<file path="src/hw/centipede_io_pkg.sv">
// shared definitions for the centipede i/o section
// bus byte and address, decoded regions, led and coin drives
// and the trackball axis constants
package centipede_io_pkg;

   // one byte on the processor data bus
   typedef logic [7:0] io_byte_t;

   // processor address
   // bits 13 to 10 pick the i/o region
   typedef logic [13:0] bus_addr_t;

   // decoded i/o regions, encoded as the value of address bits 13:10
   // anything not kept here decodes to RGN_NONE
   typedef enum logic [3:0] {
      RGN_SWITCH   = 4'd2,
      RGN_INPUT    = 4'd3,
      RGN_OUT0     = 4'd7,
      RGN_STEERCLR = 4'd9,
      RGN_NONE     = 4'd15
   } io_region_e;

   // led drives, led 3 in the msb
   typedef logic [3:0] led_t;

   // coin counter drives
   // bit 2 right, bit 1 center, bit 0 left
   typedef logic [2:0] coin_ctr_t;

   // trackball axes, horizontal first
   localparam int NUM_AXES = 2;
   localparam int AXIS_H   = 0;
   localparam int AXIS_V   = 1;

   // default steering counter width
   localparam int TB_CTR_WIDTH = 4;

   // counter field as it appears in the read byte
   typedef logic [TB_CTR_WIDTH-1:0] tb_ctr_t;

   // raw trackball lines
   // 7 p1 h dir, 6 p2 h dir, 5 p1 h clk, 4 p2 h clk
   // 3 p1 v dir, 2 p2 v dir, 1 p1 v clk, 0 p2 v clk
   typedef logic [7:0] tb_raw_t;

endpackage

</file>
<file path="src/hw/mpu_io_control.sv">
// processor side of the i/o section
// decodes the region, holds the addressable output latch,
// the read selection and the steering clear strobe
module mpu_io_control
(
   input  logic                         reset_i,
   input  logic                         s_6mhz_i,
   input  centipede_io_pkg::bus_addr_t  bus_addr_i,
   input  centipede_io_pkg::io_byte_t   bus_data_i,
   input  logic                         bus_wr_i,
   input  logic                         bus_rd_i,
   output centipede_io_pkg::io_region_e rd_region_o,
   output logic [1:0]                   rd_sel_o,
   output logic                         steer_clr_o,
   output logic                         flip_o,
   output centipede_io_pkg::led_t       led_o,
   output centipede_io_pkg::coin_ctr_t  coin_ctr_o
);
   import centipede_io_pkg::*;

   io_region_e addr_region;
   io_region_e rd_region_q;
   logic [1:0] rd_sel_q;
   io_byte_t   out_latch;
   logic       out0_wr;
   logic       steer_wr;

   // region select from the top four address bits
   always_comb
   begin
      case (bus_addr_i[13:10])
         4'd2:    addr_region = RGN_SWITCH;
         4'd3:    addr_region = RGN_INPUT;
         4'd7:    addr_region = RGN_OUT0;
         4'd9:    addr_region = RGN_STEERCLR;
         default: addr_region = RGN_NONE;
      endcase
   end

   assign out0_wr  = bus_wr_i && (addr_region == RGN_OUT0);
   assign steer_wr = bus_wr_i && (addr_region == RGN_STEERCLR);

   // addressable latch
   // address bits 2:0 pick the bit, data bit 7 is the value
   always_ff @(posedge s_6mhz_i or posedge reset_i)
   begin
      if (reset_i)
         out_latch <= '0;
      else if (out0_wr)
         out_latch[bus_addr_i[2:0]] <= bus_data_i[7];
   end

   // one cycle clear pulse after a steering clear write
   always_ff @(posedge s_6mhz_i or posedge reset_i)
   begin
      if (reset_i)
         steer_clr_o <= 1'b0;
      else
         steer_clr_o <= steer_wr;
   end

   // remember region and low bits of the last read
   always_ff @(posedge s_6mhz_i or posedge reset_i)
   begin
      if (reset_i)
      begin
         rd_region_q <= RGN_NONE;
         rd_sel_q    <= 2'b00;
      end
      else if (bus_rd_i)
      begin
         rd_region_q <= addr_region;
         rd_sel_q    <= bus_addr_i[1:0];
      end
   end

   // current read goes straight through so the byte lands one cycle later
   // otherwise the held selection keeps the read mux on the same source
   assign rd_region_o = bus_rd_i ? addr_region : rd_region_q;
   assign rd_sel_o    = bus_rd_i ? bus_addr_i[1:0] : rd_sel_q;

   // latch bit map
   assign flip_o     = out_latch[7];
   assign led_o      = out_latch[6:3];
   assign coin_ctr_o = out_latch[2:0];

endmodule

</file>
<file path="src/hw/trakball_sync.sv">
// brings the raw trackball lines into the s_6mhz domain
// and picks the player feeding each axis from the flip bit
module trakball_sync
(
   input  logic                                  reset_i,
   input  logic                                  s_6mhz_i,
   input  centipede_io_pkg::tb_raw_t             trakball_i,
   input  logic                                  flip_i,
   output logic [centipede_io_pkg::NUM_AXES-1:0] ck_sync_o,
   output logic [centipede_io_pkg::NUM_AXES-1:0] dir_sync_o
);
   import centipede_io_pkg::*;

   tb_raw_t raw_meta;
   tb_raw_t raw_sync;

   // two flops on every line
   always_ff @(posedge s_6mhz_i or posedge reset_i)
   begin
      if (reset_i)
      begin
         raw_meta <= '0;
         raw_sync <= '0;
      end
      else
      begin
         raw_meta <= trakball_i;
         raw_sync <= raw_meta;
      end
   end

   // flip set means player 1 is at the controls
   always_comb
   begin
      if (flip_i)
      begin
         dir_sync_o[AXIS_H] = raw_sync[7];
         ck_sync_o[AXIS_H]  = raw_sync[5];
         dir_sync_o[AXIS_V] = raw_sync[3];
         ck_sync_o[AXIS_V]  = raw_sync[1];
      end
      else
      begin
         dir_sync_o[AXIS_H] = raw_sync[6];
         ck_sync_o[AXIS_H]  = raw_sync[4];
         dir_sync_o[AXIS_V] = raw_sync[2];
         ck_sync_o[AXIS_V]  = raw_sync[0];
      end
   end

endmodule

</file>
<file path="src/hw/trakball_axis.sv">
// one trackball steering axis
// counts synchronized clock edges up or down by the direction
// seen on the previous edge
module trakball_axis
#(
   parameter int ctr_width = centipede_io_pkg::TB_CTR_WIDTH
)
(
   input  logic                 reset_i,
   input  logic                 s_6mhz_i,
   input  logic                 ck_i,
   input  logic                 dir_i,
   input  logic                 clr_i,
   output logic [ctr_width-1:0] ctr_o,
   output logic                 dir_o
);

   logic                 ck_q;
   logic                 ck_rise;
   logic                 dir_q;
   logic [ctr_width-1:0] ctr_q;

   // rising edge of the synchronized clock
   assign ck_rise = ck_i & ~ck_q;

   always_ff @(posedge s_6mhz_i or posedge reset_i)
   begin
      if (reset_i)
      begin
         ck_q  <= 1'b0;
         dir_q <= 1'b0;
      end
      else
      begin
         ck_q <= ck_i;
         // direction captured on each edge
         if (ck_rise)
            dir_q <= dir_i;
      end
   end

   // counter steps by the old direction and wraps
   // steering clear wins over a count in the same cycle
   always_ff @(posedge s_6mhz_i or posedge reset_i)
   begin
      if (reset_i)
         ctr_q <= '0;
      else if (clr_i)
         ctr_q <= '0;
      else if (ck_rise)
      begin
         if (dir_q)
            ctr_q <= ctr_q + 1'b1;
         else
            ctr_q <= ctr_q - 1'b1;
      end
   end

   assign ctr_o = ctr_q;
   assign dir_o = dir_q;

endmodule

</file>
<file path="src/hw/io_read_mux.sv">
// read data path of the i/o section
// builds the byte for switches, player inputs, trackball and joystick
// and registers it for the processor
module io_read_mux
#(
   parameter int ctr_width = centipede_io_pkg::TB_CTR_WIDTH
)
(
   input  logic                         reset_i,
   input  logic                         s_6mhz_i,
   input  centipede_io_pkg::io_region_e rd_region_i,
   input  logic [1:0]                   rd_sel_i,
   input  logic [ctr_width-1:0]         ctr_h_i,
   input  logic [ctr_width-1:0]         ctr_v_i,
   input  logic                         dir_h_i,
   input  logic                         dir_v_i,
   input  logic [9:0]                   player_input_i,
   input  centipede_io_pkg::coin_ctr_t  coin_ctr_i,
   input  centipede_io_pkg::io_byte_t   joystick_i,
   input  centipede_io_pkg::io_byte_t   sw1_i,
   input  centipede_io_pkg::io_byte_t   sw2_i,
   input  logic                         vblank_i,
   output centipede_io_pkg::io_byte_t   rd_data_o
);
   import centipede_io_pkg::*;

   tb_ctr_t   ctr_h_fld;
   tb_ctr_t   ctr_v_fld;
   coin_ctr_t coin_seen;
   io_byte_t  rd_next;

   // counters fitted to the nibble of the read byte
   assign ctr_h_fld = tb_ctr_t'(ctr_h_i);
   assign ctr_v_fld = tb_ctr_t'(ctr_v_i);

   // a driven coin counter reads back as a coin
   assign coin_seen = player_input_i[9:7] | coin_ctr_i;

   always_comb
   begin
      rd_next = '0;
      case (rd_region_i)
         RGN_SWITCH:
            rd_next = rd_sel_i[0] ? sw2_i : sw1_i;
         RGN_INPUT:
         begin
            case (rd_sel_i)
               // h dir, vblank, self test, cocktail, h count
               2'b00: rd_next = {dir_h_i, vblank_i, player_input_i[6:5], ctr_h_fld};
               // coins r c l, slam, fire2, fire1, start1, start2
               2'b01: rd_next = {coin_seen, player_input_i[4], player_input_i[1],
                                 player_input_i[0], player_input_i[3], player_input_i[2]};
               2'b10: rd_next = {dir_v_i, 3'b000, ctr_v_fld};
               default: rd_next = joystick_i;
            endcase
         end
         // unkept regions read as zero
         default:
            rd_next = '0;
      endcase
   end

   always_ff @(posedge s_6mhz_i or posedge reset_i)
   begin
      if (reset_i)
         rd_data_o <= '0;
      else
         rd_data_o <= rd_next;
   end

endmodule

</file>
<file path="src/hw/centipede_io.sv">
// centipede processor i/o section
// output latch, trackball steering and read data for a 6 mhz bus
module centipede_io
#(
   parameter int ctr_width = centipede_io_pkg::TB_CTR_WIDTH
)
(
   input  logic                        reset,
   input  logic                        s_6mhz,
   input  centipede_io_pkg::bus_addr_t bus_addr_i,
   input  centipede_io_pkg::io_byte_t  bus_data_i,
   input  logic                        bus_wr_i,
   input  logic                        bus_rd_i,
   input  logic [9:0]                  player_input_i,
   input  centipede_io_pkg::tb_raw_t   trakball_i,
   input  centipede_io_pkg::io_byte_t  joystick_i,
   input  centipede_io_pkg::io_byte_t  sw1_i,
   input  centipede_io_pkg::io_byte_t  sw2_i,
   input  logic                        vblank_i,
   output centipede_io_pkg::io_byte_t  rd_data_o,
   output centipede_io_pkg::led_t      led_o,
   output centipede_io_pkg::coin_ctr_t coin_ctr_o
);
   import centipede_io_pkg::*;

   io_region_e           rd_region;
   logic [1:0]           rd_sel;
   logic                 steer_clr;
   logic                 flip;
   logic [NUM_AXES-1:0]  ck_sync;
   logic [NUM_AXES-1:0]  dir_sync;
   logic [NUM_AXES-1:0]  dir;
   logic [ctr_width-1:0] ctr [NUM_AXES];

   mpu_io_control ctrl_i (
      .reset_i     (reset),
      .s_6mhz_i    (s_6mhz),
      .bus_addr_i  (bus_addr_i),
      .bus_data_i  (bus_data_i),
      .bus_wr_i    (bus_wr_i),
      .bus_rd_i    (bus_rd_i),
      .rd_region_o (rd_region),
      .rd_sel_o    (rd_sel),
      .steer_clr_o (steer_clr),
      .flip_o      (flip),
      .led_o       (led_o),
      .coin_ctr_o  (coin_ctr_o)
   );

   trakball_sync sync_i (
      .reset_i    (reset),
      .s_6mhz_i   (s_6mhz),
      .trakball_i (trakball_i),
      .flip_i     (flip),
      .ck_sync_o  (ck_sync),
      .dir_sync_o (dir_sync)
   );

   // one counter per axis, both cleared by the same strobe
   for (genvar a = 0; a < NUM_AXES; a++)
   begin : g_axis
      trakball_axis #(.ctr_width(ctr_width)) axis_i (
         .reset_i  (reset),
         .s_6mhz_i (s_6mhz),
         .ck_i     (ck_sync[a]),
         .dir_i    (dir_sync[a]),
         .clr_i    (steer_clr),
         .ctr_o    (ctr[a]),
         .dir_o    (dir[a])
      );
   end

   io_read_mux #(.ctr_width(ctr_width)) rmux_i (
      .reset_i        (reset),
      .s_6mhz_i       (s_6mhz),
      .rd_region_i    (rd_region),
      .rd_sel_i       (rd_sel),
      .ctr_h_i        (ctr[AXIS_H]),
      .ctr_v_i        (ctr[AXIS_V]),
      .dir_h_i        (dir[AXIS_H]),
      .dir_v_i        (dir[AXIS_V]),
      .player_input_i (player_input_i),
      .coin_ctr_i     (coin_ctr_o),
      .joystick_i     (joystick_i),
      .sw1_i          (sw1_i),
      .sw2_i          (sw2_i),
      .vblank_i       (vblank_i),
      .rd_data_o      (rd_data_o)
   );

endmodule

</file>
<file path="config.mk">
export PLATFORM = sky130hd
export DESIGN_NAME = centipede_io
export DESIGN_NICKNAME = d
export VERILOG_FILES = /design/src/hw/centipede_io_pkg.sv /design/src/hw/mpu_io_control.sv /design/src/hw/trakball_sync.sv /design/src/hw/trakball_axis.sv /design/src/hw/io_read_mux.sv /design/src/hw/centipede_io.sv
export SDC_FILE = /design/constraint.sdc
export NUM_CORES = 1
export LEC_CHECK = 0
export BUFFER_PORTS_ARGS = -buffer_cell sky130_fd_sc_hd__buf_2
export CAP_MARGIN = 20
export CELL_PAD_IN_SITES_DETAIL_PLACEMENT = 1
export CELL_PAD_IN_SITES_GLOBAL_PLACEMENT = 2
export CORE_MARGIN = 2
export CORE_UTILIZATION = 29
export CTS_BUF_LIST = sky130_fd_sc_hd__clkbuf_8
export CTS_CLUSTER_SIZE = 40
export DETAILED_ROUTE_END_ITERATION = 12
export GPL_ROUTABILITY_DRIVEN = 0
export PLACE_DENSITY = 0.79
export SYNTH_ARGS = -nofsm -noshare
export SYNTH_HDL_FRONTEND = slang
export SYNTH_HIERARCHICAL = 1
export SYNTH_SLANG_ARGS = --single-unit
</file>
<file path="constraint.sdc">
create_clock -name s_6mhz -period 1.7 [get_ports s_6mhz]
set_clock_uncertainty 0.1 [all_clocks]
set_input_delay 0.085 -clock s_6mhz [delete_from_list [all_inputs] [get_ports s_6mhz]]
set_output_delay 0.085 -clock s_6mhz [all_outputs]
set_load 0.02 [all_outputs]
</file>
-- Yosys cells after proc, flatten, opt, wreduce, memory -nomap -nowiden
Index checks and enable logic that the tools add are counted.
- flip-flop bits (word level): 51
- word-level logic and storage cells: 57
- add/subtract/negate cells: 4
- $lt $le $gt $ge: 2
- equality and inequality tests: 10
- multiplexer cells: 17
- bitwise operators: 5
- reductions and logical operators: 6
- operators by type and width (operator ; count):
    $mux 4 ; 7
    $pmux 8 s3 ; 1
    $eq 4x2->1 const B ; 4
    $pmux 4 s4 ; 1
    $pmux 8 s2 ; 1
    $add 4x1->4 const B ; 2
    $bwmux 8 ; 1
    $eq 4x3->1 const B ; 2
    $eq 4x4->1 const B ; 2
    $mux 8 ; 1
    $sub 4x1->4 const B ; 2
    $mux 2 ; 3
    $lt 3x4->1 const B ; 1
    $reduce_bool 2->1 ; 2
    $demux 1 s3 ; 1
    $ge 3x1->1 const B ; 1
    $logic_and 1x1->1 ; 3
    $or 3x3->3 ; 1
    $and 1x1->1 ; 2
    $eq 2x1->1 const B ; 1
    $eq 2x2->1 const B ; 1
    $logic_not 2->1 ; 1
    $not 1->1 ; 2
    $mux 1 ; 1

-- Depth between registers and ports, before layout
Gate-level depths: netlist (run 1).
- depth in word-level cells: 5
- gate-level depth with buffers: 8
- gate-level depth less buffers: 6

-- Cells and area by module
The synthesis (run 1) kept the hierarchy.
- modules (own cells, without submodules) (module ; times used ; cells an instance ; area each (µm²) ; seq. area each (µm²)):
    mpu_io_control ; 1 ; 57 ; 701.9 ; 380.4
    trakball_axis ; 2 ; 32 ; 331.6 ; 150.1
    io_read_mux ; 1 ; 58 ; 614.3 ; 200.2
    trakball_sync ; 1 ; 21 ; 449.2 ; 400.4

-- Worst setup path after synthesis (run 1)
OpenSTA, ideal clock, no wires.
- path kind: register to register
- start point: reg g_axis[0].axis_i.dir_q
- end point: reg g_axis[0].axis_i.ctr_q[3]
- arrival time: 1546 ps
- slack: -74 ps
- cell stages (with the launch flop): 7
- path buffers: 0
- clock period less this slack: 1774 ps
- cells stage by stage: dfrtp_1 inv_1 ha_1 a21o_1 a21oi_2 mux2i_1 mux2_1
- word-level cells in the longest chain between the ends: 3
- ends and longest elaborated chain (item ; RTL line ; RTL):
    start, declared ; trakball_axis.sv:20 ; logic dir_q;
    start signal, assigned ; trakball_axis.sv:38 ; dir_q <= dir_i;
    $mux 4 ; trakball_axis.sv:52 ; if (dir_q)
    $mux 4 ; trakball_axis.sv:50 ; else if (ck_rise)
    $mux 4 ; trakball_axis.sv:48 ; else if (clr_i)
    end signal, assigned ; trakball_axis.sv:53 ; ctr_q <= ctr_q + 1'b1;
    end signal, assigned ; trakball_axis.sv:55 ; ctr_q <= ctr_q - 1'b1;
    end, declared ; trakball_axis.sv:21 ; logic [ctr_width-1:0] ctr_q;
No other way between the ends. The select of a mux whose other input is x is not followed.
A chain may end at the register's enable or synchronous reset.

-- Worst setup path in the final report (run 1)
Same ends and word-level chain as after synthesis.

==> metrics.csv, run 1 <==
stage,metric,value,unit
drt,routed len/inst,15.1,um
grt,global-route wire length before repair,10000,um
floorplan,I/O Pins,84,
critical_path,Setup Crit Path Kind,reg2reg,
drt,total number of vias,1903,
final_layout,share of layout cells above drive strength 1,0.438,
drt,DR iter-0 viols,48,
run_status,failing checks,"hold timing, setup timing",
grt,pin count of the biggest net entering global routing,20,
synthesis,Netlist cell types,43,
timing,worst hold margin,-0.00484,ns
floorplan,total core area,8180,um2
pwr,P_leak,0.00167,uW
floorplan,initial core utilization,0.297,
synthesis,Ys Warns,6,
clock_network,Bufs on Longest Clock Path,2,
synthesis,mean post-synth cell area,12.1,um2
grt,total gr overflow,0,
clock_network,clock transition at the registers of the reported paths,0.11,ns
timing,RSZ-0062 raised after global routing,yes,
grt,routing usage on met1,0.178,
clock_network,Clock Sinks,51,
critical_path,Critical Path End Type,flop,
pwr,pwr dens,1010,nW/um2
timing,TNS Setup,-0.157,ns
synthesis,post-synthesis sequential area ratio,0.528,
floorplan,Die Footprint,9120,um2
placed_design,Cells after DPL,388,
synthesis,Post-synth ARST share,1.00,
grt,initial antenna violation count,0,
timing,setup ws final,-0.0660,ns
critical_path,CP startpoint kind,flop,
critical_path,"Buf+Inv Stages, Crit Path",1,
worst_hold_path,HP Class,in2reg,
timing,Final min period,1.77,ns
final_layout,ANT cells,0,
synthesis,Mapped Cells,200,
clock_network,Num CTS Buffers,5,
synthesis,Seq cells post-synth,51,
drt,remaining routing DRC violations,0,
pwr,worst vdd rail ir drop,0.370,mV
final_layout,synthesis-to-layout area growth,42.5,%
timing,Hold Fails Final Rpt,1,
critical_path,Worst path max stage delay,0.40,ns
synthesis,Synth area leader,dfrtp_1,
synthesis,Most used DFF post-synth,dfrtp_1,
synthesis,"EDFF count, synth",0,
critical_path,Worst path slowest cell,dfrtp_1,
timing,slew margin rel.,0.592,
critical_path,Max Fanout on Critical Path,2,
critical_path,Worst R2R Start,g_axis[0].axis_i/dir_o$_DFFE_PP0P_,
grt,vias in the first global route,2095,
clock_network,CTS root buffer,clkbuf_8,
timing,final setup violation count,4,
grt,gr usage total,0.144,
critical_path,critical-path cell list,inv_2 -> ha_4 -> a21o_1 -> a21oi_2 -> mux2i_1 -> mux2_1,
grt,GRT busiest layer,met2,
drt,Routed Antenna Nets,0,
drt,Pre-Repair DR Iteration Count,3,
timing,max-slew violations,0,
job,Max Cap Viol,0,
synthesis,Post-Syn Area,2430,um2
clock_network,htree depth,2,
drt,drt via density,4.55,
placed_design,post-DP HPWL,4630,um
timing,Least-Margin Pin Slew,0.612,ns
final_layout,nets,387,
final_layout,fin cells,418,
clock_network,CTS tree,yes,
worst_hold_path,worst hold start,sw2_i[2],
placed_design,# port buffers,69,
floorplan,die height,95.5,um
synthesis,ranking of synthesized cells by area,"dfrtp_1, mux2_1, mux2i_1, dfstp_2, mux4_2",
timing,final period utilization,1.04,
run_status,outcome,"finished, violations left",
grt,met3 Usage GRT,0.0300,
critical_path,"Data required, critical path",1.81,ns
grt,met2 usage,0.259,
floorplan,FP Rows,33,
floorplan,die width,95.5,um
timing,Fmax,566,MHz
clock_network,worst skew pair latency,0.31,ns
synthesis,Post-Syn Nets,275,
synthesis,share of the synthesized area in the top cell type,0.484,
critical_path,Top delay family on crit path,multiplexers,
drt,total wire length,6310,um
critical_path,arrival time worst endpoint,1.87,ns
critical_path,Critical Path Start,g_axis[0].axis_i/dir_o$_DFFE_PP0P_,
cell families (layout without fill, tap and decap cells):
family	after synthesis	count (layout)	synth area share
compound gates	26	26	0.0726
xor+xnor	4	4	0.0144
fa+ha+maj	6	6	0.0371
buf+inv	24	137	0.0458
flops	51	51	0.528
mux	34	34	0.169
simple gates	55	55	0.133
cell usage in the layout (no fill, tap or decap), types with 4 or more instances in the layout:
cell type and n:
dfstp_2 4, clkbuf_8 5, nand2_1 11, mux2_1 11, buf_2 69, mux4_2 4, inv_1 13, nor2_1 15
xnor2_1 4, dfrtp_1 47, mux2_2 5, o22ai_1 6, buf_4 23, dlygate4sd3_1 20, mux2i_1 12
routing by layer:
metal / vias to the layer above / part of all wire
li1: 923 / -
met1: 924 / 0.45
met2: 52 / 0.49
met3: 4 / 0.050
met4: 0 / 0.0062
met5: - / 0
flip-flops by register name, indices dropped and copies added (netlist names):
| register | count |
|---|---|
| ctrl_i/out_latch | 8 |
| ctrl_i/rd_region_q | 4 |
| ctrl_i/rd_sel_q | 2 |
| ctrl_i/steer_clr_o | 1 |
| g_axis.axis_i/ck_q | 2 |
| g_axis.axis_i/ctr_o | 8 |
| g_axis.axis_i/dir_o | 2 |
| rmux_i/rd_data_o | 8 |
| sync_i/raw_meta | 8 |
| sync_i/raw_sync | 8 |
worst paths after layout:
path | endpoint | slack, ns | cells after the start
max | g_axis[0].axis_i/ctr_o[3]$_DFFE_PP0P_ | -0.07 | 6
min reg2reg | sync_i/raw_sync[4]$_DFF_PP0_ | 0.26 | 0
min | rmux_i/rd_data_o[2]$_DFF_PP0_ | -0.005 | 3
max in group asynchronous | ctrl_i/out_latch[1]$_DFFE_PP0P_ | 0.77 | 3
max reg2reg | g_axis[0].axis_i/ctr_o[3]$_DFFE_PP0P_ | -0.07 | 6
min in group asynchronous | g_axis[1].axis_i/dir_o$_DFFE_PP0P_ | 0.18 | 3
synthesized netlist by cell type, types with 2 or more instances:
cell,count
fa_1,2
ha_1,4
o22ai_1,8
nor3_1,2
mux2_2,4
dfstp_2,4
mux4_2,4
buf_2,5
a21oi_2,2
inv_1,15
a21oi_1,3
nand2_1,11
and4bb_1,2
mux2_1,13
a211oi_1,2
nand2b_1,2
dfrtp_1,47
or2_1,2
nor2_1,16
a2111oi_0,2
nor2b_1,5
nand3_1,3
nor3b_1,2
o21ai_0,2
buf_4,2
a21o_1,2
xnor2_1,4
a31oi_1,2
nand4_1,2
mux2i_1,13
stage by stage:
| step | worst slack, ns | cell area (um2) | power (uW) | hold WS [ns] | util |
|---|---|---|---|---|---|
| 2_1_floorplan | -0.0564 | 2440 | 2200 | -0.224 | - |
| 3_3_place_gp | -0.0728 | 3050 | 2550 | 0.00174 | 0.373 |
| 3_5_place_dp | -0.130 | 3050 | 2630 | -0.00537 | 0.373 |
| 4_1_cts | -0.0903 | 3400 | 3510 | 0.000275 | 0.416 |
| 5_1_grt | -0.186 | 3460 | 3730 | 0.0199 | 0.423 |
| 6_report | -0.0660 | 3460 | 3480 | -0.00484 | 0.423 |
power by group:
| group | internal (uW) | switching (uW) |
|---|---|---|
| combinational | 661 | 526 |
| sequential | 1380 | 127 |
| clock | 317 | 476 |
worst min-delay path, delay by kind of cell:
family                 cells  cell delay [ns]
AOI/OAI and AO/OA          1             0.13
muxes                      1             0.08
buffers and inverters      1             0.07
cell type report:
class	instances	area, um2
inverter	15	56.3
sequential	51	1280
multi-input combinational	125	1140
fill	924	4720
timing repair buffer	114	749
tap	105	131
clock buffer	5	68.8
clock inverter	3	31.3
timing repair:
action	4_1_cts	5_1_grt
pin swaps	3	3
setup buffers	2	0
hold endpoints to repair	66	0
hold buffers	20	0
setup endpoints to repair	10	10
resized for setup	7	14
Power figures use the tool's default switching activity.
==> run 2: changes to the inputs <==
CORE_UTILIZATION = 28   (was 29)
CTS_BUF_LIST = sky130_fd_sc_hd__clkbuf_16   (was sky130_fd_sc_hd__clkbuf_8)
PLACE_DENSITY = 0.77   (was 0.79)
==> run 2 against run 1 <==
  * The flow still finishes with violations (hold timing, setup timing)
  * Combinational power hardly changed
  * Setup slack worse by 0.0074 ns
  * Non-clock buffer count is 2 lower
  * Register-to-register slack hardly changed
  * Clock-buffer cell count stayed put
  * Power is 7.7% higher
  * Fmax is 0.42% lower
  * Utilization is 0.074 points lower
  * Wire length is 3.1% higher
  * Via count is 3.4% higher
  * Critical path type unchanged
  * Critical endpoint is now g_axis[1].axis_i/ctr_o[3]$_DFFE_PP0P_
  * Largest cell class unchanged
  * Highest routed layer unchanged
==> metrics.csv, run 2 (synthesis results as in run 1) <==
stage,metric,value,unit,change
run_status,outcome,"finished, violations left",,
run_status,failing checks,"hold timing, setup timing",,
clock_network,Bufs on Longest Clock Path,2,,unchanged
floorplan,initial core utilization,0.293,,-0.00443
pwr,pwr dens,1070,nW/um2,+6.3%
grt,vias in the first global route,2219,,+5.9%
floorplan,die width,97.1,um,+1.7%
clock_network,CTS root buffer,clkbuf_16,,
critical_path,Setup Crit Path Kind,reg2reg,,
final_layout,Multi-input gate area,1180,um2,+3.6%
clock_network,CTS tree,yes,,
placed_design,Cells after DPL,392,,+1.0%
timing,Least-Margin Pin Slew,0.582,ns,-0.0295 ns
timing,slew margin rel.,0.611,,+0.0197
timing,Final min period,1.77,ns,+0.00745 ns
critical_path,CP startpoint kind,flop,,
critical_path,Critical Path End Type,flop,,
timing,setup ws final,-0.0734,ns,-0.00745 ns
timing,worst hold margin,-0.00909,ns,-0.00425 ns
drt,DR iter-0 viols,28,,-42%
final_layout,most frequent cells in the layout,"buf_2, dfrtp_1, buf_4, nor2_1",,
grt,total gr overflow,0,,unchanged
floorplan,Die Footprint,9430,um2,+3.4%
timing,final period utilization,1.04,,+0.00438
floorplan,I/O Pins,84,,unchanged
drt,Routed Antenna Nets,0,,unchanged
drt,drt via density,4.73,,+3.9%
timing,max-slew violations,0,,unchanged
drt,remaining routing DRC violations,0,,unchanged
critical_path,Max Fanout on Critical Path,3,,+1
clock_network,Clock Sinks,51,,unchanged
timing,final setup violation count,4,,unchanged
clock_network,clock transition at the registers of the reported paths,0.07,ns,-0.04 ns
drt,total wire length,6510,um,+3.1%
final_layout,final instance area,3510,um2,+1.3%
drt,Pre-Repair DR Iteration Count,4,,+1
worst_hold_path,HP Class,in2reg,,
pwr,P_leak,0.00170,uW,+1.5%
critical_path,arrival time worst endpoint,1.86,ns,about the same
final_layout,synthesis-to-layout area growth,44.4,%,
placed_design,post-DP HPWL,4770,um,+3.1%
final_layout,ANT cells,0,,unchanged
drt,total number of vias,1968,,+3.4%
clock_network,htree depth,2,,unchanged
placed_design,placed cell area,3070,um2,+0.57%
drt,routed len/inst,15.6,um,+3.6%
floorplan,die height,97.1,um,+1.7%
final_layout,nets,385,,-0.52%
grt,global-route wire length before repair,11000,um,+10%
final_layout,filler instances,904,,-2.2%
final_layout,share of layout cells above drive strength 1,0.469,,+0.0318
clock_network,Num CTS Buffers,5,,unchanged
timing,Hold Fails Final Rpt,2,,+1
floorplan,total core area,8300,um2,+1.5%
final_layout,Register Area,1280,um2,unchanged
grt,initial antenna violation count,0,,unchanged
final_layout,fin cells,416,,-0.48%
timing,Fmax,564,MHz,-0.42%
grt,pin count of the biggest net entering global routing,19,,-5.0%
clock_network,worst skew pair latency,0.30,ns,about the same
grt,gr usage total,0.147,,+0.00323
timing,RSZ-0062 raised after global routing,yes,,
floorplan,FP Rows,33,,unchanged
final_layout,"commonest non-fill, non-tap cell in the layout",buf_2,,
critical_path,"Data required, critical path",1.78,ns,-0.03 ns
job,Max Cap Viol,0,,unchanged
pwr,worst vdd rail ir drop,0.517,mV,+40%
placed_design,# port buffers,69,,unchanged
run 2: cell types whose count changed in the layout (fill, tap and decap cells not counted), moves of 2 or more:
cell,previous run,this run
buf_4,23,30
clkbuf_16,0,5
clkbuf_8,5,0
clkinv_4,0,2
dlygate4sd3_1,20,13
o22ai_1,6,0
o22ai_2,2,8
run 2: path summary, 6_finish.rpt:
check	from	to	slack, ns	cells after the start
max reg2reg	g_axis[1].axis_i/dir_o$_DFFE_PP0P_	g_axis[1].axis_i/ctr_o[3]$_DFFE_PP0P_	-0.07	6
min in group asynchronous	reset	g_axis[0].axis_i/ck_q$_DFF_PP0_	0.20	3
min reg2reg	sync_i/raw_meta[3]$_DFF_PP0_	sync_i/raw_sync[3]$_DFF_PP0_	0.25	0
max in group asynchronous	reset	ctrl_i/rd_sel_q[1]$_DFF_PP0_	0.78	3
min	sw1_i[4]	rmux_i/rd_data_o[4]$_DFF_PP0_	-0.009	3
max	g_axis[1].axis_i/dir_o$_DFFE_PP0P_	g_axis[1].axis_i/ctr_o[3]$_DFFE_PP0P_	-0.07	6
run 2: area by class of cell:
type,instances,share of cell area
Timing Repair Buffer,112,0.200
Clock buffer,5,0.0357
Sequential cell,51,0.365
Tap cell,105,0.0375
Inverter,15,0.0161
Clock inverter,3,0.00821
Multi-Input combinational cell,125,0.337
run 2: layer usage:
layer / wire (um) / vias to the layer above / track usage
met5: 0 / - / 0
met4: 111 / 0 / 0.0498
met3: 419 / 10 / 0.0432
met2: 3210 / 58 / 0.246
met1: 2760 / 977 / 0.182
li1: - / 923 / -
run 2: critical path: stages (launching register included):
cell and delay, ns:
dfrtp_1 0.40, inv_2 0.10, ha_4 0.20, a21o_1 0.16, a21oi_2 0.13, mux2i_1 0.23
mux2_1 0.34
run 2: per-stage QoR:
stage / utilization / TNS (ns) / worst slack, ns / power (uW)
after floorplan: - / -0.0564 / -0.0564 / 2200
after global placement: 0.369 / -0.210 / -0.0852 / 2540
after detailed placement: 0.369 / -0.581 / -0.177 / 2610
after CTS: 0.412 / -0.233 / -0.0834 / 3770
after global routing: 0.422 / -0.526 / -0.177 / 4030
final: 0.422 / -0.157 / -0.0734 / 3750
run 2: timing repair:
| action | CTS | global route |
|---|---|---|
| buffers inserted | 3 | 1 |
| endpoints found under the setup margin | 10 | 11 |
| endpoints found under the hold margin | 58 | 0 |
| gates cloned | 0 | 0 |
| hold buffers | 13 | 0 |
| resized for setup | 10 | 16 |
| pin swaps | 3 | 2 |
run 2: power by group:
part	internal, uW	switching (uW)
Combinational	651	550
Sequential	1380	130
Clock	562	483
==> run 3: changes to the inputs <==
ABC_AREA = 1   (was default)
CORE_MARGIN = 10   (was 2)
CORE_UTILIZATION = 25   (was 28)
==> run 3 against run 2 <==
  * Hold slack better by 0.0076 ns
  * Die area grew 58%
  * Largest cell class unchanged
  * Design area shrank 2.6%
  * Fmax grew 16%
  * Sequential share of layout area up 0.98 points
  * Setup slack better by 0.24 ns
  * Clock power hardly changed
  * The run ends with hold timing left
  * Utilization decreased by 8.9 points
  * Register-to-register slack better by 0.24 ns
==> metrics.csv, run 3 <==
stage,metric,value,unit,change
run_status,outcome,"finished, violations left",,
run_status,failing checks,hold timing,,
pwr,pwr dens,998,nW/um2,-6.7%
drt,Pre-Repair DR Iteration Count,4,,unchanged
pwr,Design Power,3410,uW,-9.1%
synthesis,Post-Syn Nets,406,,+48%
grt,pin count of the biggest net entering global routing,18,,-1
timing,Least-Margin Pin Slew,0.611,ns,+0.0291 ns
final_layout,final instance area,3410,um2,-2.6%
grt,vias in the first global route,2538,,+14%
floorplan,initial core utilization,0.254,,-0.0381
synthesis,Synth area leader,dfrtp_1,,
pwr,worst vdd rail ir drop,0.441,mV,-15%
grt,total gr overflow,0,,unchanged
pwr,Net Sw Power,1120,uW,-3.7%
pwr,clock power share,0.297,,+0.019
floorplan,Die Footprint,14900,um2,+58%
final_layout,share of layout cells above drive strength 1,0.249,,-0.220
pwr,P_leak,0.00186,uW,+9.5%
critical_path,Worst R2R Start,g_axis[0].axis_i/dir_o$_DFFE_PP0P_,,
synthesis,Post-Syn Area,2600,um2,+7.2%
synthesis,Ys Warns,6,,unchanged
grt,initial antenna violation count,0,,unchanged
floorplan,die width,122,um,+26%
worst_hold_path,hold path depth,5,,+2
final_layout,"commonest non-fill, non-tap cell in the layout",nand2_1,,
synthesis,post-synthesis sequential area ratio,0.492,,-0.0355
synthesis,mean post-synth cell area,7.87,um2,-35%
final_layout,nets,495,,+29%
synthesis,Post-synth top cells,"nand2_1, dfrtp_1, nand3_1, inv_1, nor2_1",,
timing,Hold Fails Final Rpt,1,,-1
job,Max Cap Viol,0,,unchanged
floorplan,die height,122,um,+26%
critical_path,R2R setup slack,0.16,ns,+0.24 ns
critical_path,Setup Crit Path Kind,reg2reg,,
drt,total wire length,7530,um,+16%
clock_network,CTS tree,yes,,
worst_hold_path,WHS Endpoint,rmux_i/rd_data_o[3]$_DFF_PP0_,,
final_layout,ANT cells,0,,unchanged
critical_path,Max Fanout on Critical Path,4,,+1
grt,met3 Usage GRT,0.0310,,-0.0122
worst_hold_path,worst hold start,sw1_i[3],,
drt,drt via density,4.20,,-11%
placed_design,post-DP HPWL,5970,um,+25%
timing,final period utilization,0.903,,-0.140
pwr,Sw Ratio,0.328,,+0.0185
placed_design,placed cell area,3110,um2,+1.5%
timing,final setup violation count,0,,-4
synthesis,Netlist cell types,27,,-37%
floorplan,total core area,10200,um2,+23%
synthesis,ranking of synthesized cells by area,"dfrtp_1, nand2_1, nand3_1, inv_1, dfstp_2",,
timing,TNS Setup,0,ns,+0.157 ns
clock_network,Bufs on Longest Clock Path,2,,unchanged
clock_network,Num CTS Buffers,5,,unchanged
critical_path,arrival time worst endpoint,1.62,ns,-0.24 ns
timing,max-slew violations,0,,unchanged
grt,routing usage on met1,0.137,,-0.0449
floorplan,FP Rows,37,,+12%
grt,gr usage total,0.105,,-0.0417
placed_design,# port buffers,69,,unchanged
drt,DR iter-0 viols,79,,+180%
critical_path,R2R Path End,g_axis[0].axis_i/ctr_o[3]$_DFFE_PP0P_,,
timing,worst hold margin,-0.00150,ns,+0.00759 ns
clock_network,htree depth,2,,unchanged
drt,remaining routing DRC violations,0,,unchanged
drt,Routed Antenna Nets,0,,unchanged
clock_network,Clock Sinks,51,,unchanged
drt,routed len/inst,13.5,um,-14%
timing,Final min period,1.54,ns,-0.238 ns
critical_path,worst r2r path cells,7,,+1
synthesis,share of the synthesized area in the top cell type,0.452,,-0.0326
floorplan,I/O Pins,84,,unchanged
final_layout,most frequent cells in the layout,"nand2_1, buf_2, dfrtp_1, nand3_1, inv_1",,
worst_hold_path,HP Class,in2reg,,
timing,slew margin rel.,0.592,,-0.0194
clock_network,clock transition at the registers of the reported paths,0.07,ns,about the same
pwr,Logic pwr share,0.265,,-0.055
pwr,internal power,2290,uW,-12%
clock_network,worst skew pair latency,0.29,ns,about the same
clock_network,CTS root buffer,clkbuf_16,,
critical_path,Critical Path End Type,flop,,
grt,GRT busiest layer,met2,,
synthesis,top-count cell post-synth,nand2_1,,
critical_path,"Data required, critical path",1.78,ns,about the same
synthesis,"EDFF count, synth",0,,unchanged
timing,Fmax,651,MHz,+16%
pwr,sequential share of power,0.438,,+0.036
synthesis,Seq cells post-synth,51,,unchanged
synthesis,Most used DFF post-synth,dfrtp_1,,
critical_path,CP startpoint kind,flop,,
grt,global-route wire length before repair,12800,um,+16%
clock_network,post-CTS setup buffer count,0,,-3
drt,total number of vias,2341,,+19%
final_layout,synthesis-to-layout area growth,31.1,%,
synthesis,Post-synth ARST share,1.00,,unchanged
grt,met2 usage,0.170,,-0.0761
timing,RSZ-0062 raised after global routing,no,,
synthesis,Mapped Cells,331,,+66%
## run 3: cell count changes in the layout (fill, tap and decap cells not counted), sizes merged, moves of 4 or more
cell,delta
nor2,+17
inv,+30
xnor2,-4
mux4,-4
buf,-25
mux2,-17
o21ai,+11
mux2i,-13
nor2b,-5
nand2,+112
o22ai,-6
nand3,+39
## run 3: metrics by stage
step,worst slack (ns),cells,hold WS [ns],utilization
after floorplan,0.165,331,-0.224,-
after global placement,0.206,534,-0.00849,0.304
after detailed placement,0.134,534,-0.00610,0.304
after CTS,0.116,557,0.00136,0.333
after global routing,0.0362,557,0.0102,0.334
final,0.165,557,-0.00150,0.334
## run 3: final cells by class
type | count | area [um2]
Fill cell | 1253 | 6820
Sequential cell | 51 | 1280
Multi-Input combinational cell | 229 | 1100
Timing Repair Buffer | 89 | 546
Tap cell | 136 | 170
Inverter | 44 | 168
Clock buffer | 5 | 125
Clock inverter | 3 | 22.5
## run 3: cell families (layout without fill, tap and decap cells)
kind of cell,count (synthesis),after routing,synth area share
xor+xnor,2,2,0.00673
buf+inv,51,141,0.0879
compound gates,20,20,0.0408
simple gates,201,201,0.338
flops,51,51,0.492
fa+ha+maj,6,6,0.0346
## run 3: per-layer routing
layer  vias up  share of wire
met5         -              0
met2        59           0.45
met1      1078           0.48
met3         4          0.069
met4         0         0.0054
li1       1200              -
## run 3: repair_timing
action,CTS,global route
gates resized for setup,0,1
hold buffers,15,0
hold endpoints to repair,58,0
setup endpoints to repair,0,7
## run 3: how the worst max path moves through the flow
stage,start,endpoint,slack (ns)
after CTS,ctrl_i/rd_region_q[1]$_DFF_PP1_,rmux_i/rd_data_o[1]$_DFF_PP0_,0.12
after detailed placement,ctrl_i/rd_region_q[1]$_DFF_PP1_,rmux_i/rd_data_o[1]$_DFF_PP0_,0.13
after floorplan,ctrl_i/rd_region_q[1]$_DFF_PP1_,rmux_i/rd_data_o[0]$_DFF_PP0_,0.16
after global placement,bus_addr_i[13],rmux_i/rd_data_o[6]$_DFF_PP0_,0.21
final,g_axis[0].axis_i/dir_o$_DFFE_PP0P_,g_axis[0].axis_i/ctr_o[3]$_DFFE_PP0P_,0.16
after global routing,g_axis[0].axis_i/dir_o$_DFFE_PP0P_,g_axis[0].axis_i/ctr_o[3]$_DFFE_PP0P_,0.04
## run 3: worst max-delay path, stage by stage (launching register included)
cell and delay (ns):
dfrtp_1 0.46, inv_2 0.09, ha_1 0.32, or2_1 0.24
nand2_1 0.07, nand2_1 0.05, nand3_1 0.06, nand2_1 0.05
## run 3: power groups by stage
stage	clock network [uW]	logic (uW)	registers, uW
floorplan	0	603	1500
global placement	0	835	1510
detailed placement	0	887	1520
CTS	1060	922	1500
global route	1120	1060	1520
finish	1010	904	1490
